`src/scariv_l2c_pkg.sv`:
```
`default_nettype none

package scariv_l2c_pkg;

  // ------------------------------
  // widths
  // ------------------------------
  localparam int PADDR_W      = 40;
  localparam int L2_DATA_W    = 128;
  localparam int L2_DATA_B_W  = L2_DATA_W / 8;  // 16 bytes per word
  localparam int L2_CMD_TAG_W = 4;

  typedef logic [PADDR_W-1:0]      paddr_t;
  typedef logic [L2_DATA_W-1:0]    l2_data_t;
  typedef logic [L2_DATA_B_W-1:0]  l2_strb_t;
  typedef logic [L2_CMD_TAG_W-1:0] req_tag_t;

  typedef enum logic {
    M_XRD,
    M_XWR
  } mem_cmd_t;

  // source bit stamped by the arbiter
  localparam logic SRC_LDR  = 1'b0;
  localparam logic SRC_CORE = 1'b1;

  typedef struct packed {
    logic     src;
    req_tag_t tag;
  } fab_tag_t;

  typedef struct packed {
    mem_cmd_t cmd;
    paddr_t   addr;
    req_tag_t tag;
    l2_data_t data;
    l2_strb_t byte_en;
  } l2_req_t;

  typedef struct packed {
    mem_cmd_t cmd;
    paddr_t   addr;
    fab_tag_t tag;
    l2_data_t data;
    l2_strb_t byte_en;
  } fab_req_t;

  typedef struct packed {
    req_tag_t tag;
    l2_data_t data;
  } l2_resp_t;

  typedef struct packed {
    fab_tag_t tag;
    l2_data_t data;
  } fab_resp_t;

  // ------------------------------
  // address map and latencies
  // ------------------------------
  localparam paddr_t RAM_BASE_ADDR    = 40'h00_8000_0000;
  localparam paddr_t RAM_SIZE         = 40'h00_0000_4000;
  localparam int     RAM_RD_LAT       = 10;
  localparam int     RAM_WORDS        = int'(RAM_SIZE) / L2_DATA_B_W;
  localparam int     RAM_IDX_W        = $clog2(RAM_WORDS);
  localparam int     RAM_OFS_W        = $clog2(L2_DATA_B_W);

  localparam paddr_t SERIAL_BASE_ADDR = 40'h00_5400_0000;
  localparam paddr_t SERIAL_SIZE      = 40'h00_0000_1000;
  localparam int     SERIAL_RD_LAT    = 2;
  localparam int     SERIAL_LAT_W     = $clog2(SERIAL_RD_LAT + 1);
  localparam int     SERIAL_CNT_W     = 32;

endpackage

`default_nettype wire

```
`src/scariv_l2c_arbiter.sv`:
```
`default_nettype none

module scariv_l2c_arbiter
  import scariv_l2c_pkg::*;
(
  input  logic      i_clk,
  input  logic      i_scariv_reset_n,

  // loader port
  input  logic      i_ldr_req_valid,
  input  l2_req_t   i_ldr_req,
  output logic      o_ldr_req_ready,
  output logic      o_ldr_resp_valid,
  output l2_resp_t  o_ldr_resp,
  input  logic      i_ldr_resp_ready,

  // core port
  input  logic      i_core_req_valid,
  input  l2_req_t   i_core_req,
  output logic      o_core_req_ready,
  output logic      o_core_resp_valid,
  output l2_resp_t  o_core_resp,
  input  logic      i_core_resp_ready,

  // downstream
  output logic      o_fab_req_valid,
  output fab_req_t  o_fab_req,
  input  logic      i_fab_req_ready,
  input  logic      i_fab_resp_valid,
  input  fab_resp_t i_fab_resp,
  output logic      o_fab_resp_ready
);

  logic     r_core_hold;  // core presented, not yet taken
  logic     w_ldr_gnt;
  logic     w_core_gnt;
  l2_req_t  w_sel_req;
  l2_resp_t w_resp;
  logic     w_resp_core;

  // loader wins unless a core handshake is already open
  assign w_ldr_gnt        = i_ldr_req_valid & ~r_core_hold;
  assign w_core_gnt       = i_core_req_valid & (r_core_hold | ~i_ldr_req_valid);
  assign o_ldr_req_ready  = ~r_core_hold & i_fab_req_ready;
  assign o_core_req_ready = (r_core_hold | ~i_ldr_req_valid) & i_fab_req_ready;

  assign w_sel_req       = w_core_gnt ? i_core_req : i_ldr_req;
  assign o_fab_req_valid = w_ldr_gnt | w_core_gnt;
  assign o_fab_req       = '{cmd:     w_sel_req.cmd,
                             addr:    w_sel_req.addr,
                             tag:     fab_tag_t'{src: w_core_gnt ? SRC_CORE : SRC_LDR,
                                                 tag: w_sel_req.tag},
                             data:    w_sel_req.data,
                             byte_en: w_sel_req.byte_en};

  always_ff @(posedge i_clk) begin
    if (i_scariv_reset_n) begin
      r_core_hold <= 1'b0;
    end else begin
      r_core_hold <= w_core_gnt & ~i_fab_req_ready;
    end
  end

  // ------------------------------
  // response steering by source bit
  // ------------------------------
  assign w_resp_core       = i_fab_resp.tag.src == SRC_CORE;
  assign w_resp            = '{tag: i_fab_resp.tag.tag, data: i_fab_resp.data};
  assign o_ldr_resp        = w_resp;
  assign o_core_resp       = w_resp;
  assign o_ldr_resp_valid  = i_fab_resp_valid & ~w_resp_core;
  assign o_core_resp_valid = i_fab_resp_valid & w_resp_core;
  assign o_fab_resp_ready  = w_resp_core ? i_core_resp_ready : i_ldr_resp_ready;

  // one requester per transfer
  a_gnt_onehot: assert property (@(posedge i_clk) disable iff (i_scariv_reset_n)
    $onehot0({i_ldr_req_valid & o_ldr_req_ready, i_core_req_valid & o_core_req_ready}));

endmodule

`default_nettype wire

```
`config.mk`:
```
export PLATFORM = sky130hd
export DESIGN_NAME = scariv_l2c_arbiter
export DESIGN_NICKNAME = d
export VERILOG_FILES = /design/src/scariv_l2c_pkg.sv /design/src/scariv_l2c_arbiter.sv
export SDC_FILE = /design/constraint.sdc
export NUM_CORES = 1
export LEC_CHECK = 0
export BUFFER_PORTS_ARGS = -buffer_cell sky130_fd_sc_hd__buf_2
export CAP_MARGIN = 15
export CORE_AREA = 3 3 380 382
export CTS_CLUSTER_SIZE = 30
export DETAILED_ROUTE_END_ITERATION = 8
export DIE_AREA = 0 0 383 385
export PLACE_DENSITY = 0.31
export SYNTH_ARGS = -nofsm -noshare
export SYNTH_HDL_FRONTEND = slang
export SYNTH_SLANG_ARGS = --single-unit
```
`constraint.sdc`:
```
create_clock -name i_clk -period 2.25 [get_ports i_clk]
set_input_delay 0.45 -clock i_clk [delete_from_list [all_inputs] [get_ports i_clk]]
set_output_delay 0.45 -clock i_clk [all_outputs]
set_load 0.005 [all_outputs]
```
==> run metrics <==
biggest regs r_core_hold: 1 flops; crit-path max cell delay ~0.33 ns; most instantiated cells after synthesis buf_4, mux2_4, buf_12, mux2_2; Detailed Route Iter0 Violations approximately 210; r2r endpoint r_core_hold$_SDFF_PP0_; post-synthesis compound-gate area fraction 0%; synth top area cells mux2_4, buf_4, buf_12, mux2_2, dfxtp_1; origin of the critical flop-to-flop path r_core_hold$_SDFF_PP0_; total track usage between 6 and 7%; minimum clock period around 2.1 ns; post-synthesis net count around 1,000; critical path's top delay family buffers and inverters; routed vias 4,887; routability cong. between 0.8 and 0.9; Largest register FFs 1; critical path, cell by cell buf_2, nand2b_4, nand2_8, buf_12, buf_4, mux2_4, buf_2; post-synth cell types 15; P_sw around 0.8 mW; Post-Place Cell Area approximately 0.0085 sq mm; power after layout around 1.7 mW; NumNets Final 1,328; max-slew violations 0; CP endpoint o_fab_req[87]; CORE AREA approximately 0.14 sq mm; main combinational cell family by area after synthesis multiplexers; YS warnings 0; design area roughly 0.0085 sq mm; Worst Path Class, Setup input pin to primary output; CP Max Fanout 17; Area Growth Syn to Fin 58.9%; die height 385 um; Syn Area/Cell approximately 11 sq um; DR pass1 iterations 4; xor and xnor area share after synthesis 0%; Yosys top cell area share between 50% and 60%; worst rel slew slack between 80% and 90%; # setup viols final 0; Int Pwr approximately 0.9 mW; hpwl dp about 50,000 um; Crit. path cell count 7; area share of and/or/nand/nor cells after synthesis approximately 1.2%; actual transition at the worst max-transition pin around 0.26 ns; number of I/O pins 979; critical path launch point type input pin; Max VDD drop 0.0687 mV; number of global-route vias before repair between 5,000 and 6,000; clock network power share 0%; max cap viols 0; Starting Density around 3.8%; LEAKAGE between 4 and 5 nW; Logic pwr share a little over nine tenths; clock-pin slew on the worst setup and hold paths 0 ns; final antenna-violating net count 0; first-pass GRT wire length 64,100 um; #FFs+latches synth 1; Synth Area in Adders 0%; post-DR vias/cell 1.81; drt wl/cell ~20 um; Hold Fails Final Rpt 0; proportion of synthesized area in mux cells a little over half; Seq/Total Area, Yosys less than 1%; Crit path buffers/inverters 4; Cell Area, Synth 0.00534 sq mm; CP max-delay cell mux2_4; Worst Setup End Kind primary output; Tcrit/Tclk final a little over nine tenths; most used cell, CP buf_2; Post-CTS Setup Inserts 0; Hold Crit Class input pin to register; number of synthesized flops with an enable pin 0; status finished clean; final worst clock skew 0 ns; ys flop type dfxtp_1; Die W between 300 and 400 um; RSZ-0062 raised after global routing false; reg2reg path depth 5; Crit path arrival time about 1.7 ns; hold path depth 2; most frequent cell after synthesis buf_4; # port buffers between 500 and 600; die area approximately 0.15 sq mm; Max Freq ~470 MHz; clk_lat worst skew 0 ns; top cell type by total area after synthesis mux2_4; DRC 0; register with the most flip-flops r_core_hold; Post-synth ARST share 0%; Pwr Density about 200 mW/mm^2; Sw Share around 47%; fraction of layout cells with a size suffix above 1 99.3%; flop-to-flop setup slack 1.13 ns; CTS hold repair buffers 0; Mapped Cells ~490; # rows about 140; Seq pwr share approximately 1.1%; Fin Setup TNS 0 ns; drt total wl 54,300 um; post-CTS sizing 0; initial antenna violation count 14; grt ovf 0; CP startpoint i_ldr_req_valid; maximum number of pins on one net before global-route repair 26; Req. time, crit path between 1.5 and 2 ns
==> per-stage QoR <==
stage / cells / util (%) / hold slack, ns / worst slack, ns
4_1_cts: 2697 / 6.00 / 0.660 / 0.108
3_3_place_gp: 2697 / 6.00 / 0.649 / 0.103
6_report: 2698 / 6.00 / 0.673 / 0.138
5_1_grt: 2697 / 6.00 / 0.672 / 0.0903
3_5_place_dp: 2697 / 6.00 / 0.663 / 0.108
2_1_floorplan: 486 / - / 0.527 / 0.595
==> layout by cell type (no fill, tap or decap) <==
cell | synthesis | routed
or2b_1 | 1 | 1
inv_1 | 1 | 1
mux2_4 | 188 | 188
and2b_2 | 1 | 1
mux2_2 | 2 | 2
buf_4 | 265 | 19
nor2b_1 | 1 | 1
nor3_1 | 1 | 1
and2_1 | 1 | 1
and2_2 | 1 | 1
buf_2 | 0 | 582
buf_12 | 20 | 6
nand2_8 | 0 | 1
diode_2 | 0 | 1
nand2b_4 | 1 | 1
dfxtp_1 | 1 | 1
==> cell families (layout without fill, tap and decap cells) <==
logic type,after synthesis,after routing
muxes,190,190
buffers and inverters,287,608
DFF,1,1
and+or+nand+nor,8,8
other,0,1
==> final cells by class <==
cell class | count | area (sq um)
fill | 16700 | 133000
antenna | 1 | 2.50
tap | 1890 | 2360
multi-input combinational | 198 | 2920
timing repair buffer | 607 | 3180
sequential | 1 | 20.0
inverter | 1 | 3.75
==> worst reg2reg max path: stages (launching register included) <==
cell and delay (ns):
dfxtp_1 0.34, nand2b_4 0.17, nand2_8 0.06, buf_12 0.16, buf_4 0.19, nor3_1 0.12
==> worst min path at each step <==
| stage | from | to |
|---|---|---|
| floorplan | i_scariv_reset_n | r_core_hold$_SDFF_PP0_ |
| global placement | i_scariv_reset_n | r_core_hold$_SDFF_PP0_ |
| detailed placement | i_scariv_reset_n | r_core_hold$_SDFF_PP0_ |
| CTS | i_scariv_reset_n | r_core_hold$_SDFF_PP0_ |
| global route | i_scariv_reset_n | r_core_hold$_SDFF_PP0_ |
| finish | i_scariv_reset_n | r_core_hold$_SDFF_PP0_ |
==> power by group through the flow <==
| stage | Sequential (mW) | Clock [mW] | Combinational (mW) |
|---|---|---|---|
| final | 0.0191 | 0.0000000598 | 1.72 |
| after global routing | 0.0191 | 0 | 1.84 |
| after CTS | 0.0190 | 0 | 1.79 |
| after detailed placement | 0.0190 | 0 | 1.77 |
| after global placement | 0.0191 | 0 | 1.80 |
| after floorplan | 0.0188 | 0 | 1.10 |
==> per-layer routing <==
metal  routed length [um]  track usage [%]
met2                24000             10.8
met3                 8610             4.48
met4                  126           0.0358
met5                    9           0.0992
met1                21600             8.08
No activity file was read; power rests on OpenSTA's default activity.
