## src/scariv_l2c_pkg.sv

```systemverilog
`default_nettype none

package scariv_l2c_pkg;

  // ------------------------------
  // widths
  // ------------------------------
  localparam int PADDR_W      = 40;
  localparam int L2_DATA_W    = 128;
  localparam int L2_DATA_B_W  = L2_DATA_W / 8;  // 16 bytes per word
  localparam int L2_CMD_TAG_W = 4;

  typedef logic [PADDR_W-1:0]      paddr_t;
  typedef logic [L2_DATA_W-1:0]    l2_data_t;
  typedef logic [L2_DATA_B_W-1:0]  l2_strb_t;
  typedef logic [L2_CMD_TAG_W-1:0] req_tag_t;

  typedef enum logic {
    M_XRD,
    M_XWR
  } mem_cmd_t;

  // source bit stamped by the arbiter
  localparam logic SRC_LDR  = 1'b0;
  localparam logic SRC_CORE = 1'b1;

  typedef struct packed {
    logic     src;
    req_tag_t tag;
  } fab_tag_t;

  typedef struct packed {
    mem_cmd_t cmd;
    paddr_t   addr;
    req_tag_t tag;
    l2_data_t data;
    l2_strb_t byte_en;
  } l2_req_t;

  typedef struct packed {
    mem_cmd_t cmd;
    paddr_t   addr;
    fab_tag_t tag;
    l2_data_t data;
    l2_strb_t byte_en;
  } fab_req_t;

  typedef struct packed {
    req_tag_t tag;
    l2_data_t data;
  } l2_resp_t;

  typedef struct packed {
    fab_tag_t tag;
    l2_data_t data;
  } fab_resp_t;

  // ------------------------------
  // address map and latencies
  // ------------------------------
  localparam paddr_t RAM_BASE_ADDR    = 40'h00_8000_0000;
  localparam paddr_t RAM_SIZE         = 40'h00_0000_4000;
  localparam int     RAM_RD_LAT       = 10;
  localparam int     RAM_WORDS        = int'(RAM_SIZE) / L2_DATA_B_W;
  localparam int     RAM_IDX_W        = $clog2(RAM_WORDS);
  localparam int     RAM_OFS_W        = $clog2(L2_DATA_B_W);

  localparam paddr_t SERIAL_BASE_ADDR = 40'h00_5400_0000;
  localparam paddr_t SERIAL_SIZE      = 40'h00_0000_1000;
  localparam int     SERIAL_RD_LAT    = 2;
  localparam int     SERIAL_LAT_W     = $clog2(SERIAL_RD_LAT + 1);
  localparam int     SERIAL_CNT_W     = 32;

endpackage

`default_nettype wire

```

## src/scariv_l2c_splitter.sv

```systemverilog
`default_nettype none

module scariv_l2c_splitter
  import scariv_l2c_pkg::*;
(
  input  logic      i_clk,
  input  logic      i_scariv_reset_n,

  // from arbiter
  input  logic      i_req_valid,
  input  fab_req_t  i_req,
  output logic      o_req_ready,
  output logic      o_resp_valid,
  output fab_resp_t o_resp,
  input  logic      i_resp_ready,

  // RAM target
  output logic      o_ram_req_valid,
  output fab_req_t  o_ram_req,
  input  logic      i_ram_req_ready,
  input  logic      i_ram_resp_valid,
  input  fab_resp_t i_ram_resp,
  output logic      o_ram_resp_ready,

  // serial target
  output logic      o_serial_req_valid,
  output fab_req_t  o_serial_req,
  input  logic      i_serial_req_ready,
  input  logic      i_serial_resp_valid,
  input  fab_resp_t i_serial_resp,
  output logic      o_serial_resp_ready,

  output logic      o_decode_err
);

  logic w_ram_hit;
  logic w_serial_hit;
  logic w_miss;

  // ------------------------------
  // address decode
  // ------------------------------
  assign w_ram_hit    = (i_req.addr >= RAM_BASE_ADDR) &&
                        (i_req.addr <  RAM_BASE_ADDR + RAM_SIZE);
  assign w_serial_hit = (i_req.addr >= SERIAL_BASE_ADDR) &&
                        (i_req.addr <  SERIAL_BASE_ADDR + SERIAL_SIZE);
  assign w_miss       = ~w_ram_hit & ~w_serial_hit;

  assign o_ram_req_valid    = i_req_valid & w_ram_hit;
  assign o_ram_req          = i_req;
  assign o_serial_req_valid = i_req_valid & w_serial_hit;
  assign o_serial_req       = i_req;

  always_comb begin
    if (w_ram_hit) begin
      o_req_ready = i_ram_req_ready;
    end else if (w_serial_hit) begin
      o_req_ready = i_serial_req_ready;
    end else begin
      o_req_ready = 1'b1;  // unmapped, swallowed
    end
  end

  assign o_decode_err = i_req_valid & w_miss;

  // ------------------------------
  // response merge, RAM first
  // ------------------------------
  assign o_resp_valid        = i_ram_resp_valid | i_serial_resp_valid;
  assign o_resp              = i_ram_resp_valid ? i_ram_resp : i_serial_resp;
  assign o_ram_resp_ready    = i_resp_ready;
  assign o_serial_resp_ready = i_resp_ready & ~i_ram_resp_valid;

  a_one_target: assert property (@(posedge i_clk) disable iff (i_scariv_reset_n)
    $onehot0({o_ram_req_valid, o_serial_req_valid, o_decode_err}));

  // a serial response losing to the RAM is still there next cycle
  a_serial_wait: assert property (@(posedge i_clk) disable iff (i_scariv_reset_n)
    i_serial_resp_valid & ~o_serial_resp_ready |=>
      i_serial_resp_valid && $stable(i_serial_resp));

endmodule

`default_nettype wire

```

## config.mk

```make
export PLATFORM = sky130hd
export DESIGN_NAME = scariv_l2c_splitter
export DESIGN_NICKNAME = d
export VERILOG_FILES = /design/src/scariv_l2c_pkg.sv /design/src/scariv_l2c_splitter.sv
export SDC_FILE = /design/constraint.sdc
export NUM_CORES = 1
export LEC_CHECK = 0
export BUFFER_PORTS_ARGS = -buffer_cell sky130_fd_sc_hd__buf_2
export CAP_MARGIN = 5
export CORE_AREA = 2 2 380 382
export DETAILED_ROUTE_END_ITERATION = 10
export DIE_AREA = 0 0 382 384
export PLACE_DENSITY_LB_ADDON = 0.12
export SYNTH_ARGS = -nofsm -noshare
export SYNTH_HDL_FRONTEND = slang
export SYNTH_SLANG_ARGS = --single-unit
```

## constraint.sdc

```tcl
create_clock -name vclk -period 2.56
set_clock_uncertainty 0.05 [all_clocks]
set_input_delay 0.512 -clock vclk [all_inputs]
set_output_delay 0.512 -clock vclk [all_outputs]
set_load 0.1 [all_outputs]
```

==> impl_metrics.tcl, run 1 <==
set metrics [dict create \
    worstPathRequired_ns 2.00 \
    vias 4026 \
    startpoint_type "primary input" \
    slew_violations 0 \
    core_area_mm2 0.143 \
    ant_nets 0 \
    setup_viol 0 \
    clockBufferCount 0 \
    die_area_mm2 0.147 \
    endpoint_kind "output port" \
    syn_area_mm2 0.00457 \
    fin_util_pct 5.69 \
    grt_pass1_vias 4336 \
    power.share.clock_pct 0 \
    fin_ws_ns 0.0346 \
    firstDrtPassIters 4 \
    track_usage_pct 5.87 \
    max_slew_margin_pct 65.8 \
    vias_per_cell 1.57 \
    start_util_pct 3.20 \
    min_period_over_period_pct 98.6 \
    p_seq_share_pct 0 \
    max-cap-violations 0 \
    power_density_mw_per_mm2 369 \
    ctsHoldBuffers 0 \
    p_leak_nw 3.14 \
    fmax_ghz 0.396 \
    p_switching_mw 2.18 \
    antenna_found_initial 10 \
    drc 0 \
    syn_inst 549 \
    outcome "completed" \
    p_sw_share_pct 72.4 \
    ir_worst_vdd_mv 0.150 \
    place.gp.congestion 0.843 \
    die_w_um 382 \
    fin_crit_ns 2.53 \
    regArea_um2 0 \
    synth_nets 1013 \
    dp_hpwl_um 43700 \
    seq_cell_count 0 \
    row_count 139 \
    overflow 0 \
    ys_warn_count 0 \
    dp_cells 2570 \
    die-height_um 384 \
    fin_nets 1133 \
    port_buffers 496 \
    grt_pass1_wl_um 54700 \
    syn_to_final_growth_pct 78.0 \
    place_ws_ns -0.155 \
    hp-class "primary input to output port" \
    arrival_ns 1.96 \
    intPower_mw 0.828 \
    layout-drive-gt1-share_pct 98.2 \
    p_comb_share_pct 100.0 \
    critPathMaxFanout 4 \
    finalNonFillerCells 2572 \
    nFillCells 16900 \
    hold_viol_final 0 \
    worst_slew_pin_slew_ns 0.517 \
    ioPinCount 984 \
    syn_avg_cell_area_um2 8.32 \
    wire_per_inst_um 18.1 \
    cts_setup_buffers 0 \
    totalWireLength_um 46400 \
    path_class "primary input to output port" \
    yosysUniqueCellTypes 17 \
    grt_max_degree 48 \
    power_mw 3.00 \
    drtIter0Drc 51 \
    ys_seq_area_share_pct 0 \
]
[critical path, cell delays in order]
cell	delay, ns
buf_2	0.13
or4b_4	0.55
buf_4	0.17
o21a_1	0.10
o31a_1	0.33
buf_12	0.18
[synthesized netlist by cell type]
master / n / area (um2)
o31a_1: 1 / 8.76
nand3_1: 1 / 5.00
nand4b_1: 1 / 8.76
buf_2: 15 / 75.1
or4b_4: 1 / 13.8
o21a_1: 1 / 7.51
mux2_2: 133 / 1500
nor3_1: 1 / 5.00
o32a_1: 1 / 10.0
nor2b_1: 1 / 6.26
nor2_1: 1 / 3.75
or2_2: 2 / 12.5
buf_4: 381 / 2860
or3_1: 1 / 6.26
nor4_1: 6 / 37.5
nand4_1: 1 / 6.26
nand2_1: 1 / 3.75
[metrics by stage]
step	hold slack, ns	TNS [ns]	instance area (um2)
global placement	0.975	-0.287	8070
global route	0.974	-0.0106	8130
CTS	0.975	0	8090
finish	0.974	0	8130
detailed placement	0.975	-0.225	8070
floorplan	1.19	-0.143	4600
[layout make-up]
type | count | area [um2] | share of cell area (%)
well taps | 1903 | 2380 | 29.3
multi-input cells | 153 | 1680 | 20.7
repair buffers | 514 | 4060 | 50.0
diodes | 2 | 5.00 | 0.0615
[power by group through the flow]
stage | clock (mW) | combinational, mW | sequential [mW]
after floorplan | 0 | 4.30 | 0
after global placement | 0 | 3.06 | 0
after detailed placement | 0 | 3.07 | 0
after CTS | 0 | 3.08 | 0
after global routing | 0.0000000523 | 3.11 | 0
final | 0.000000105 | 3.00 | 0
[layout by cell type (no fill, tap or decap), drive strengths merged]
master,netlist,final
buf,396,514
diode,0,2
mux2,133,133
nand2,1,1
nand3,1,1
nand4,1,1
nand4b,1,1
nor2,1,1
nor2b,1,1
nor3,1,1
nor4,6,6
o21a,1,1
o31a,1,1
o32a,1,1
or2,2,2
or3,1,1
or4b,1,1
[worst paths after layout]
kind  startpoint                 to  slack, ns  cells after the start
min   i_req[189]  o_serial_req[189]       0.97                      0
max   i_req[179]       o_decode_err       0.03                      6
[repair_timing]
action,4_1_cts,5_1_grt
setup endpoints to repair,2,4
pin swaps,0,2
gates cloned,0,0
resized for setup,6,6
[logic make-up (layout without fill, tap and decap cells)]
logic type / count (synthesis) / after routing / synth area share, %
buffers and inverters: 396 / 514 / 64.3
multiplexers: 133 / 133 / 32.8
AND/OR/NAND/NOR: 17 / 17 / 2.38
AO/OA/AOI/OAI: 3 / 3 / 0.575
other: 0 / 2 / 0
[layer usage]
metal | GRT usage (%) | share of wire [%] | vias to the layer above
met2 | 9.07 | 44 | 615
met4 | 0.678 | 1.5 | 13
met5 | 1.20 | 0.66 | -
li1 | - | - | 1651
met3 | 4.75 | 18 | 59
met1 | 6.30 | 36 | 1688
(Power assumes the default switching activity.)
==> inputs of run 2 (changes only) <==
Settings changed: PLACE_DENSITY_LB_ADDON 0.12 to unset.
==> impl_metrics.tcl, run 2 (synthesized netlist as in run 1, its figures left out) <==
set metrics [dict create \
    slew_violations 0 \
    clockBufferCount 0 \
    start_util_pct 3.20 \
    fin_util_pct 5.75 \
    startpoint_type "primary input" \
    max_slew_margin_pct 55.5 \
    dp_cells 2568 \
    vias 5148 \
    grt_max_degree 30 \
    die_area_mm2 0.147 \
    worst_slew_pin_slew_ns 0.673 \
    syn_to_final_growth_pct 79.8 \
    totalWireLength_um 104000 \
    vias_per_cell 1.99 \
    fin_nets 1132 \
    critPathMaxFanout 3 \
    regArea_um2 0 \
    power_density_mw_per_mm2 367 \
    ir_worst_vdd_mv 0.111 \
    port_buffers 496 \
    seq_cell_count 0 \
    place.gp.congestion 0.870 \
    overflow 0 \
    endpoint_kind "output port" \
    antenna_found_initial 137 \
    core_area_mm2 0.143 \
    max-cap-violations 0 \
    min_period_over_period_pct 98.9 \
    postLayoutCellArea_mm2 0.00821 \
    path_class "primary input to output port" \
    grt_pass1_wl_um 114000 \
    drtIter0Drc 192 \
    layout-drive-gt1-share_pct 98.3 \
    holdWs_ns 0.974 \
    fin_crit_ns 2.53 \
    finalNonFillerCells 2583 \
    rsz0062_at_grt "true" \
    ant_nets 0 \
    final_common_cell "buf_2" \
    wire_per_inst_um 40.2 \
    hold_viol_final 0 \
    drc 0 \
    die-height_um 384 \
    die_w_um 382 \
    ctsHoldBuffers 0 \
    firstDrtPassIters 4 \
    worstPathRequired_ns 2.00 \
    final_cell_mix "buf_2, mux2_2, buf_12, buf_4" \
    grt_pass1_vias 4756 \
    p_leak_nw 3.15 \
    setup_viol 0 \
    row_count 139 \
    track_usage_pct 13.4 \
    fmax_ghz 0.395 \
    place_area_mm2 0.00813 \
    outcome "completed" \
    ioPinCount 984 \
    dp_hpwl_um 100000 \
    arrival_ns 1.97 \
    hp-class "primary input to output port" \
]
[run 2: changes by cell type in the layout (fill, tap and decap cells not counted), moves of 2 or more]
| cell | previous run | this run |
|---|---|---|
| buf_4 | 16 | 12 |
| buf_6 | 4 | 1 |
| diode_2 | 2 | 14 |
| nor4_2 | 0 | 2 |
| nor4_1 | 4 | 2 |
| buf_12 | 95 | 99 |
[run 2: critical path, stage by stage]
cell and delay, ns:
buf_2 0.13, or4b_4 0.58, o32a_1 0.18, or3_1 0.36, buf_12 0.18
[run 2: cell type report]
class,count,area (um2)
Timing Repair Buffer,513,4110
Tap cell,1903,2380
Antenna cell,14,35.0
Multi-Input combinational cell,153,1690
Fill cell,16800,135000
[run 2: path summary, 6_finish.rpt]
check	start	end	slack [ns]	depth (start not counted)
max	i_req[179]	o_req_ready	0.03	5
min	i_req[6]	o_ram_req[6]	0.97	0
[run 2: what timing repair did]
action                                  CTS  global route
resized for setup                         0             9
endpoints found under the setup margin    0             2
buffers inserted                          0             1
hold endpoints to repair                  0             0
[run 2: power by group]
group / internal, mW / leakage [nW] / total [mW] / switching, mW
registers: 0 / 0 / 0 / 0
clock network: 0.000000747 / 0.0000887 / 0.000000747 / 0
logic: 0.834 / 3.15 / 3.01 / 2.18
total: 0.834 / 3.15 / 3.01 / 2.18
[run 2: metrics by stage]
stage / TNS [ns] / worst slack, ns / power [mW]
2_1_floorplan: -0.143 / -0.143 / 4.30
3_3_place_gp: 0 / 0.0355 / 3.05
3_5_place_dp: 0 / 0.0216 / 3.06
4_1_cts: 0 / 0.00154 / 3.06
5_1_grt: -0.0178 / -0.0178 / 3.09
6_report: 0 / 0.0277 / 3.01
[run 2: routing by layer]
metal	global-route usage, %	part of all wire, %
met5	2.83	1.4
met2	20.1	42
met3	17.3	27
met4	1.57	2.2
met1	10.9	28
