**src/scariv_l2c_pkg.sv**
```systemverilog
`default_nettype none

package scariv_l2c_pkg;

  // ------------------------------
  // widths
  // ------------------------------
  localparam int PADDR_W      = 40;
  localparam int L2_DATA_W    = 128;
  localparam int L2_DATA_B_W  = L2_DATA_W / 8;  // 16 bytes per word
  localparam int L2_CMD_TAG_W = 4;

  typedef logic [PADDR_W-1:0]      paddr_t;
  typedef logic [L2_DATA_W-1:0]    l2_data_t;
  typedef logic [L2_DATA_B_W-1:0]  l2_strb_t;
  typedef logic [L2_CMD_TAG_W-1:0] req_tag_t;

  typedef enum logic {
    M_XRD,
    M_XWR
  } mem_cmd_t;

  // source bit stamped by the arbiter
  localparam logic SRC_LDR  = 1'b0;
  localparam logic SRC_CORE = 1'b1;

  typedef struct packed {
    logic     src;
    req_tag_t tag;
  } fab_tag_t;

  typedef struct packed {
    mem_cmd_t cmd;
    paddr_t   addr;
    req_tag_t tag;
    l2_data_t data;
    l2_strb_t byte_en;
  } l2_req_t;

  typedef struct packed {
    mem_cmd_t cmd;
    paddr_t   addr;
    fab_tag_t tag;
    l2_data_t data;
    l2_strb_t byte_en;
  } fab_req_t;

  typedef struct packed {
    req_tag_t tag;
    l2_data_t data;
  } l2_resp_t;

  typedef struct packed {
    fab_tag_t tag;
    l2_data_t data;
  } fab_resp_t;

  // ------------------------------
  // address map and latencies
  // ------------------------------
  localparam paddr_t RAM_BASE_ADDR    = 40'h00_8000_0000;
  localparam paddr_t RAM_SIZE         = 40'h00_0000_4000;
  localparam int     RAM_RD_LAT       = 10;
  localparam int     RAM_WORDS        = int'(RAM_SIZE) / L2_DATA_B_W;
  localparam int     RAM_IDX_W        = $clog2(RAM_WORDS);
  localparam int     RAM_OFS_W        = $clog2(L2_DATA_B_W);

  localparam paddr_t SERIAL_BASE_ADDR = 40'h00_5400_0000;
  localparam paddr_t SERIAL_SIZE      = 40'h00_0000_1000;
  localparam int     SERIAL_RD_LAT    = 2;
  localparam int     SERIAL_LAT_W     = $clog2(SERIAL_RD_LAT + 1);
  localparam int     SERIAL_CNT_W     = 32;

endpackage

`default_nettype wire

```
**src/scariv_l2c_serial.sv**
```systemverilog
`default_nettype none

module scariv_l2c_serial
  import scariv_l2c_pkg::*;
(
  input  logic       i_clk,
  input  logic       i_scariv_reset_n,

  input  logic       i_req_valid,
  input  fab_req_t   i_req,
  output logic       o_req_ready,

  output logic       o_resp_valid,
  output fab_resp_t  o_resp,
  input  logic       i_resp_ready,

  output logic       o_serial_valid,
  output logic [7:0] o_serial_char
);

  logic                    r_rd_pend;
  logic [SERIAL_LAT_W-1:0] r_wait;
  fab_tag_t                r_tag;
  logic [SERIAL_CNT_W-1:0] r_char_cnt;
  logic                    r_serial_valid;
  logic [7:0]              r_serial_char;
  logic [7:0]              w_char;
  logic                    w_req_fire;

  assign o_req_ready  = ~r_rd_pend;  // blocked while a read is open
  assign w_req_fire   = i_req_valid & o_req_ready;
  assign o_resp_valid = r_rd_pend & (r_wait == '0);
  assign o_resp       = '{tag: r_tag, data: l2_data_t'(r_char_cnt)};

  // lowest enabled byte
  always_comb begin
    w_char = '0;
    for (int b = L2_DATA_B_W - 1; b >= 0; b--) begin
      if (i_req.byte_en[b]) begin
        w_char = i_req.data[b*8 +: 8];
      end
    end
  end

  always_ff @(posedge i_clk) begin
    if (i_scariv_reset_n) begin
      r_rd_pend      <= 1'b0;
      r_wait         <= '0;
      r_char_cnt     <= '0;
      r_serial_valid <= 1'b0;
    end else begin
      r_serial_valid <= w_req_fire & (i_req.cmd == M_XWR);
      if (w_req_fire && (i_req.cmd == M_XWR)) begin
        r_char_cnt <= r_char_cnt + 1'b1;
      end
      if (w_req_fire && (i_req.cmd == M_XRD)) begin
        r_rd_pend <= 1'b1;
        r_wait    <= SERIAL_LAT_W'(SERIAL_RD_LAT - 1);
      end else if (o_resp_valid && i_resp_ready) begin
        r_rd_pend <= 1'b0;
      end else if (r_wait != '0) begin
        r_wait <= r_wait - 1'b1;
      end
    end
  end

  always_ff @(posedge i_clk) begin
    if (w_req_fire) begin
      r_tag <= i_req.tag;
    end
    if (w_req_fire && (i_req.cmd == M_XWR)) begin
      r_serial_char <= w_char;
    end
  end

  assign o_serial_valid = r_serial_valid;
  assign o_serial_char  = r_serial_char;

endmodule

`default_nettype wire

```
**config.mk**
```make
export PLATFORM = sky130hd
export DESIGN_NAME = scariv_l2c_serial
export DESIGN_NICKNAME = d
export VERILOG_FILES = /design/src/scariv_l2c_pkg.sv /design/src/scariv_l2c_serial.sv
export SDC_FILE = /design/constraint.sdc
export NUM_CORES = 1
export LEC_CHECK = 0
export BUFFER_PORTS_ARGS = -buffer_cell sky130_fd_sc_hd__buf_2
export CAP_MARGIN = 20
export CORE_AREA = 5 5 129 131
export DETAILED_ROUTE_END_ITERATION = 16
export DIE_AREA = 0 0 134 136
export GPL_ROUTABILITY_DRIVEN = 0
export REMOVE_ABC_BUFFERS = 1
export SETUP_SLACK_MARGIN = 0.05
export SLEW_MARGIN = 15
export SYNTH_ARGS = -nofsm -noshare
export SYNTH_HDL_FRONTEND = slang
export SYNTH_SLANG_ARGS = --single-unit
```
**constraint.sdc**
```tcl
create_clock -name i_clk -period 1.6 [get_ports i_clk]
set_input_delay 0.16 -clock i_clk [delete_from_list [all_inputs] [get_ports i_clk]]
set_output_delay 0.16 -clock i_clk [all_outputs]
set_load 0.01 [all_outputs]
```
==> impl_metrics.toml, run 1 <==
[placed_design]
place_inst = 968
io_buffers = 201
hpwl_mm = 12.85

[floorplan]
die_area_sq_um = 18220
die_x_um = 134
coreArea_sq_um = 15480
chipHeight_um = 136
row_count = 46
start_util_pct = 27.37
io_pins = 338

[clocking]
tritoncts = "yes"
cts_max_level = 2
cts-buffers-inserted = 5
cts_sinks = 49
clock_latency_ps = 300
path_clk_slew_ps = 70
cts_hold_buf = 0
clock_tree.root_cell = "clkbuf_16"
cts_buffer_depth = 2

[setup_path]
crit_end = "r_char_cnt[27]"
max_stage_delay_ps = 520
rr_startpoint = "r_rd_pend"
worstSetupStartpoint = "r_rd_pend"
r2r-end = "r_char_cnt[27]"
path_class = "register to register"
crit_path_top_delay_cell = "or4_1"
rr_worst_depth = 6
end_kind = "register"
path_cells = "and4b_1 > buf_6 > nand4_4 > buf_4 > or4_1 > a21oi_2"
crit_cells = 6
cpLargestDelayFamily = "simple AND/OR/NAND/NOR gates"
critPathMaxFanout = 6
path_buf_inv = 2
start_kind = "register"
rrSetupSlack_ps = -140
cp.required_ps = 1830
worstPathArrival_ps = 1970

[sta]
setup_slack_ps = -138.7
period_share_pct = 108.7
hold_viol_final = 0
max_freq_mhz = 575.1
fin_hold_ws_ps = 33.71
slew_viol_final = 0
finalWorstPathRequiredPeriod_ps = 1739
rsz0062_at_grt = "yes"
tightestPinTransition_ps = 575.9
fin_skew_ps = 8.245
slew_headroom_pct = 61.53
setup_viol = 18
fin_tns_setup_ps = -1321

[synthesis]
synth.top_cells.by_area = "buf_4, dfxtp_1, edfxtp_1, nor2b_1, a21oi_1"
yosysUniqueCellTypes = 44
synthesis.area_sq_um = 4238
yosysTopAreaCell = "buf_4"
avgSynthCellArea_sq_um = 7.862
synth_edf_count = 13
synth_top_cell_area_share_pct = 17.18
ys_seq_area_share_pct = 26.22
ys.flop_type = "dfxtp_1"
ys_seq_elements = 49
post_synth_inst_count = 539
yosysWarnings = 0
async_flop_share_pct = 0

[grt]
grt_max_degree = 25
grtUsageMet1_pct = 16.52
grt_pass1_wl_mm = 22.30
use_met2_pct = 28.66
grt_pass1_vias = 4359
grt_use_total_pct = 15.24
grt_overflow_total = 0
gr-usage-met3_pct = 3.405
antenna_found_initial = 0
top_usage_layer = "met2"

[route]
dr.pass1.iters = 4
first_iter_violations = 137
drcViolationCount = 0
drtAntennaViolNets = 0
num_vias = 4606
wl_per_cell_um = 15.67
viasPerCell = 4.657
totalWireLength_mm = 15.50

[power]
p_per_area_nw_per_um2 = 560.3
p_leak_uw = 0.002800
irDropWorstVdd_mv = 0.3619

[layout]
diodes = 0
drive_gt1_share_pct = 42.53
area_growth_syn_to_layout_pct = 40.77
finalNonFillerCells = 989
utilization_pct = 38.53
final_nets = 992

[run]
drv_cap = 0

[run_status]
status = "complete, but fails checks"
violations = "setup timing"

[min_path]
hold_path.class = "input pin to register"
[state kept, by name, summed over array words and instances (netlist names)]
name            flops
o_resp              5
o_serial_valid      1
r_wait              2
r_char_cnt         32
r_rd_pend           1
o_serial_char       8
[how the worst min path moves through the flow]
stage | to | start | cells after the start | slack [ps]
5_1_grt | o_resp[128] | i_req[144] | 1 | 20
6_report | o_resp[130] | i_req[146] | 1 | 30
3_3_place_gp | o_resp[128] | i_req[144] | 1 | 340
4_1_cts | o_resp[130] | i_req[146] | 1 | 20
3_5_place_dp | o_resp[130] | i_req[146] | 1 | 340
2_1_floorplan | r_char_cnt[10] | i_scariv_reset_n | 1 | 230
[final cells by class]
class / count / area, sq um
clock inverter: 3 / 25.02
inverter: 16 / 60.06
clock buffer: 5 / 125.1
sequential: 49 / 1124
tap: 192 / 240.2
timing repair buffer: 284 / 1648
fill: 1636 / 9517
multi-input combinational: 440 / 2744
[per-stage QoR]
| stage | instance area [sq um] | total power (uW) | setup slack [ps] |
|---|---|---|---|
| floorplan | 3716 | 1812 | -271.4 |
| global placement | 5510 | 2256 | -192.6 |
| detailed placement | 5510 | 2264 | -163.2 |
| CTS | 5769 | 3388 | -108.8 |
| global route | 5966 | 3531 | -178.9 |
| finish | 5966 | 3343 | -138.7 |
[power breakdown]
part	leakage (uW)	switching, uW	total, uW	internal [uW]
Clock	0.0000708	507	1100	592
Sequential	0.000418	24.3	1350	1330
Combinational	0.00231	507	892	385
Total	0.00280	1040	3340	2300
[kinds of logic (layout without fill, tap and decap cells)]
family          count (synthesis)  count (layout)  share of synthesized area, %
buf+inv                       148             308                         22.14
simple gates                  189             192                         27.01
fa+ha+maj                       2               2                        0.5904
xor+xnor                       10              10                         2.067
compound gates                136             136                         20.81
mux                             4               4                         1.063
flops                          49              49                         26.22
other cells                     1              96                       0.08849
[cell usage in the layout, fill, tap and decap left out, types with 8 or more instances in the layout]
master	count
xor2_1	8
buf_4	78
o31ai_1	10
nor2_1	18
nor4b_1	8
a21oi_1	33
nand3b_1	9
a211oi_1	9
nand3_1	10
a2111oi_0	8
dfxtp_1	26
inv_1	16
o21ai_0	31
a221o_1	14
nor3b_1	8
nand2_1	26
nor2b_1	40
nor4_1	9
conb_1	96
dfxtp_2	10
nor3_1	9
or4_1	9
edfxtp_1	13
o211ai_1	8
buf_2	201
[cells in the mapped netlist, types with 8 or more instances]
cell type / instances
edfxtp_1: 13
a2111oi_0: 8
dfxtp_1: 36
or4_1: 13
nand3_1: 11
nand2_1: 28
o211ai_1: 8
clkbuf_1: 26
a211oi_1: 9
nor2b_1: 40
nor2_1: 18
nor3_1: 9
nor4b_1: 8
nor4_1: 12
xor2_1: 8
o31ai_1: 13
buf_4: 97
inv_1: 16
a221o_1: 14
o21ai_0: 31
nand3b_1: 9
a21oi_1: 39
nor3b_1: 8
[layer usage]
layer  part of all wire (%)  routed length, um
met2                     53               8269
met4                    2.8                431
met3                    6.6               1018
met1                     37               5778
met5                      0                  0
[timing repair]
| item | 4_1_cts | 5_1_grt |
|---|---|---|
| endpoints found under the setup margin | 22 | 22 |
| pin swaps | 13 | 13 |
| gates resized for setup | 16 | 38 |
| cloned | 2 | 1 |
| setup buffers | 4 | 6 |
Power figures use the tool's default switching activity.
==> inputs of run 2 (changes only) <==
--- a/config.mk
+++ b/config.mk
@@ -7,9 +7,9 @@
 export LEC_CHECK = 0
 export BUFFER_PORTS_ARGS = -buffer_cell sky130_fd_sc_hd__buf_2
 export CAP_MARGIN = 20
-export CORE_AREA = 5 5 129 131
+export CORE_AREA = 5 5 127 129
 export DETAILED_ROUTE_END_ITERATION = 16
-export DIE_AREA = 0 0 134 136
+export DIE_AREA = 0 0 132 134
 export GPL_ROUTABILITY_DRIVEN = 0
 export REMOVE_ABC_BUFFERS = 1
 export SETUP_SLACK_MARGIN = 0.05
==> constraint.sdc (replaced) <==
create_clock -name i_clk -period 2.2 [get_ports i_clk]
set_input_delay 0.22 -clock i_clk [delete_from_list [all_inputs] [get_ports i_clk]]
set_output_delay 0.22 -clock i_clk [all_outputs]
set_load 0.01 [all_outputs]
==> run 2 against run 1 <==
Effect of this change: the flow now finishes without violations; wire length decreased by 8.5%; sequential power down 27%; final area decreased by 13%; power decreased by 30%; global-route usage shrank 0.80 points; fmax is 11% lower; clock-buffer cell count unchanged; critical path depth is 2 lower; clock power is 33% lower; non-clock buffer count decreased by 69; sequential share of layout area grew 2.5 points; largest cell class unchanged.
==> impl_metrics.toml, run 2 (same netlist as run 1, synthesis figures left out) <==
[sta]
slew_headroom_pct = 58.61
rsz0062_at_grt = "no"
setup_slack_ps = 254.1
hold_viol_final = 0
period_share_pct = 88.45
setup_viol = 0
fin_tns_setup_ps = 0
tightestPinTransition_ps = 619.5
fin_skew_ps = 4.502
finalWorstPathRequiredPeriod_ps = 1946
slew_viol_final = 0
max_freq_mhz = 513.9

[setup_path]
crit_cells = 4
critPathMaxFanout = 19
cpLargestDelayFamily = "simple AND/OR/NAND/NOR gates"
crit_path_top_delay_cell = "dfxtp_1"
path_cells = "and4_1 > nand4_4 > nor4_1 > mux2_1"
worstPathArrival_ps = 2110
worstSetupStartpoint = "r_char_cnt[4]"
rr_worst_depth = 4
r2r-end = "r_char_cnt[25]"
max_stage_delay_ps = 390
path_class = "register to register"
cp.required_ps = 2370
rrSetupSlack_ps = 250
path_buf_inv = 0
end_kind = "register"
crit_end = "r_char_cnt[25]"
start_kind = "register"
rr_startpoint = "r_char_cnt[4]"

[layout]
final_nets = 920
regMostFlops = "r_char_cnt"
diodes = 0
largest_reg_flops = 32
num-fill-cells = 1635
utilization_pct = 34.88
mostFrequentLayoutCell = "buf_2"
drive_gt1_share_pct = 31.45
most-common-layout-cells = "buf_2, conb_1, nor2b_1"
area_growth_syn_to_layout_pct = 22.82

[route]
num_vias = 4305
first_iter_violations = 174
drcViolationCount = 0
dr.pass1.iters = 4
wl_per_cell_um = 15.53
drtAntennaViolNets = 0
viasPerCell = 4.715
totalWireLength_mm = 14.18

[grt]
antenna_found_initial = 0
grt_pass1_wl_mm = 20.91
grt_overflow_total = 0
grt_max_degree = 31
grt_use_total_pct = 14.44
grt_pass1_vias = 3955

[placed_design]
hpwl_mm = 12.12
io_buffers = 201
place_ws_ps = 137.9

[power]
p_switching_uw = 697.6
swShare_pct = 29.87
total_power_uw = 2336
intPower_uw = 1638
comb_power_share_pct = 26.3
p_per_area_nw_per_um2 = 448.7
clkPwrFrac_pct = 31.5
irDropWorstVdd_mv = 0.3205
pwr-share-seq_pct = 42.1
p_leak_uw = 0.002342

[clocking]
cts-buffers-inserted = 5
cts_max_level = 2
clock_latency_ps = 280
cts_hold_buf = 0
tritoncts = "yes"
cts_buffer_depth = 2
path_clk_slew_ps = 70
postCtsSetupBuffers = 0
ctsResizeCount = 0
cts_sinks = 49
clock_tree.root_cell = "clkbuf_16"

[run_status]
status = "finished clean"

[floorplan]
die_area_sq_um = 17690
die_x_um = 132
row_count = 45
chipHeight_um = 134
start_util_pct = 28.40
io_pins = 338
coreArea_sq_um = 14920

[min_path]
hold_path.class = "input pin to register"

[run]
drv_cap = 0
==> run 2: layer usage <==
metal,GRT usage [%],share of wire (%),vias up
met5,0,0,-
met4,4.229,2.7,0
met3,3.751,8.1,20
met2,26.73,52,187
met1,16.22,37,1961
li1,-,-,2137
==> run 2: metrics by stage <==
stage               instances  hold WS [ps]  area [sq um]
floorplan                 502         289.1          3716
global placement          905         397.3          5062
detailed placement        905         399.2          5062
CTS                       913         97.71          5205
global route              913         91.91          5205
finish                    913         107.3          5205
==> run 2: worst min path at each step <==
stage,start,end,slack [ps],cells after the start
final,i_req[145],o_resp[129],110,1
after global routing,i_req[145],o_resp[129],90,1
after detailed placement,i_req[145],o_resp[129],400,1
after CTS,i_req[145],o_resp[129],100,1
after global placement,i_req[147],o_resp[131],400,1
after floorplan,i_scariv_reset_n,r_char_cnt[10],290,1
==> run 2: final cells by class <==
type,instances,area (sq um),area share [%]
repair buffers,215,1111,21.35
inverters,16,60.06,1.154
multi-input cells,437,2545,48.89
clock buffers,5,125.1,2.404
flip-flops and latches,49,1111,21.35
clock inverters,3,17.52,0.3365
well taps,188,235.2,4.519
==> run 2: power by group through the flow <==
stage | clock [uW] | sequential [uW] | combinational, uW
detailed placement | 0 | 1000 | 613
floorplan | 0 | 1010 | 307
CTS | 775 | 984 | 616
global route | 812 | 988 | 686
finish | 737 | 984 | 615
global placement | 0 | 1000 | 607
==> run 2: worst register-to-register path: stages, from the launching register on <==
cell     delay (ps)
dfxtp_1         390
and4_1          390
nand4_4         310
nor4_1          400
mux2_1          360
==> inputs of run 3 (changes only) <==
--- a/config.mk
+++ b/config.mk
@@ -11,6 +11,7 @@
 export DETAILED_ROUTE_END_ITERATION = 16
 export DIE_AREA = 0 0 132 134
 export GPL_ROUTABILITY_DRIVEN = 0
+export GPL_TIMING_DRIVEN = 0
 export REMOVE_ABC_BUFFERS = 1
 export SETUP_SLACK_MARGIN = 0.05
 export SLEW_MARGIN = 15
==> run 3 against run 2 <==
Effect of this change: clock skew grew 1.3 ps; power grew 3.6%; critical path depth is the same; combinational power shrank 3%; largest power group unchanged; non-clock buffer count shrank 14; utilization shrank 0.52 points; final area shrank 1.5%; cell count shrank 1.5%; sequential share of layout area grew 0.32 points.
==> impl_metrics.toml, run 3 (same netlist as run 1, synthesis figures left out) <==
[layout]
num-fill-cells = 1629
multi_input_area_sq_um = 2547
largest_reg_flops = 32
area_growth_syn_to_layout_pct = 20.99
final_nets = 906
diodes = 0
regMostFlops = "r_char_cnt"
mostFrequentLayoutCell = "buf_2"
drive_gt1_share_pct = 30.24
most-common-layout-cells = "buf_2, conb_1, nor2b_1"
seq_area_sq_um = 1111

[sta]
finalWorstPathRequiredPeriod_ps = 2022
tightestPinTransition_ps = 1024
hold_viol_final = 0
setup_viol = 0
period_share_pct = 91.91
slew_viol_final = 0
fin_skew_ps = 5.826
fin_hold_ws_ps = 107.0
slew_headroom_pct = 29.98
max_freq_mhz = 494.6
rsz0062_at_grt = "no"

[route]
drcViolationCount = 0
wl_per_cell_um = 15.60
drtAntennaViolNets = 0
first_iter_violations = 157
totalWireLength_mm = 14.02
num_vias = 4193
viasPerCell = 4.664
dr.pass1.iters = 4

[grt]
grt_pass1_vias = 3945
top_usage_layer = "met2"
grt_overflow_total = 0
use_met2_pct = 26.22
grt_use_total_pct = 14.45
grtUsageMet1_pct = 16.27
grt_pass1_wl_mm = 21.01
antenna_found_initial = 0
gr-usage-met3_pct = 3.901
grt_max_degree = 41

[placed_design]
hpwl_mm = 11.94
io_buffers = 201

[floorplan]
chipHeight_um = 134
die_x_um = 132
start_util_pct = 28.40
io_pins = 338
row_count = 45
die_area_sq_um = 17690
coreArea_sq_um = 14920

[run_status]
status = "finished clean"

[clocking]
clock_tree.root_cell = "clkbuf_16"
cts_hold_buf = 0
cts-buffers-inserted = 5
cts_max_level = 2
path_clk_slew_ps = 60
cts_buffer_depth = 2
clock_latency_ps = 280
tritoncts = "yes"
cts_sinks = 49

[run]
drv_cap = 0

[power]
p_leak_uw = 0.002281
total_power_uw = 2421
irDropWorstVdd_mv = 0.2873
p_per_area_nw_per_um2 = 472.1

[setup_path]
worstPathArrival_ps = 2200
cp.required_ps = 2370
critPathMaxFanout = 19
end_kind = "register"
start_kind = "register"
path_class = "register to register"

[min_path]
hold_path.class = "input pin to register"
run 3: report_power, final:
part	switching [uW]	leakage (uW)	internal, uW
combinational	355	0.00179	242
sequential	16.9	0.000413	967
clock	318	0.0000823	522
total	690	0.00228	1730
run 3: critical path: stages, from the launching register on:
cell and delay [ps]:
dfxtp_1 340, and4b_2 470, nand4_4 310, nor4_1 430, mux2_1 350
run 3: per-layer routing:
layer	up-vias	routed length (um)
met5	-	0
met3	19	1258
met4	0	398
li1	2112	-
met2	186	7353
met1	1876	5010
run 3: final cells by class:
| class | instances | share of cell area, % |
|---|---|---|
| Clock buffer | 8 | 3.270 |
| Inverter | 16 | 1.171 |
| Multi-Input combinational cell | 437 | 49.68 |
| Sequential cell | 49 | 21.67 |
| Tap cell | 188 | 4.588 |
| Timing Repair Buffer | 201 | 19.62 |
run 3: per-stage QoR:
step                      utilization (%)  setup TNS, ps  setup WS (ps)  area (sq um)  cells
after floorplan                         -              0          328.6          3716    502
after global placement              33.22              0          22.66          4957    891
after detailed placement            33.22         -5.694         -5.694          4957    891
after CTS                           34.36              0          139.0          5126    899
after global routing                34.36              0          57.92          5127    899
final                               34.36              0          178.0          5127    899
run 3: path summary, 6_finish.rpt:
kind | from | to | slack, ps | cells past startpoint
setup / recovery | r_rd_pend | r_char_cnt[29] | 180 | 4
hold / removal | i_req[144] | o_resp[128] | 110 | 1
setup reg to reg | r_rd_pend | r_char_cnt[29] | 180 | 4
hold reg to reg | r_char_cnt[13] | r_char_cnt[13] | 490 | 2
run 3: timing repair:
action,CTS,global route
buffers inserted,0,0
pin swaps,0,0
endpoints found under the setup margin,2,1
gates cloned,0,0
resized for setup,1,1
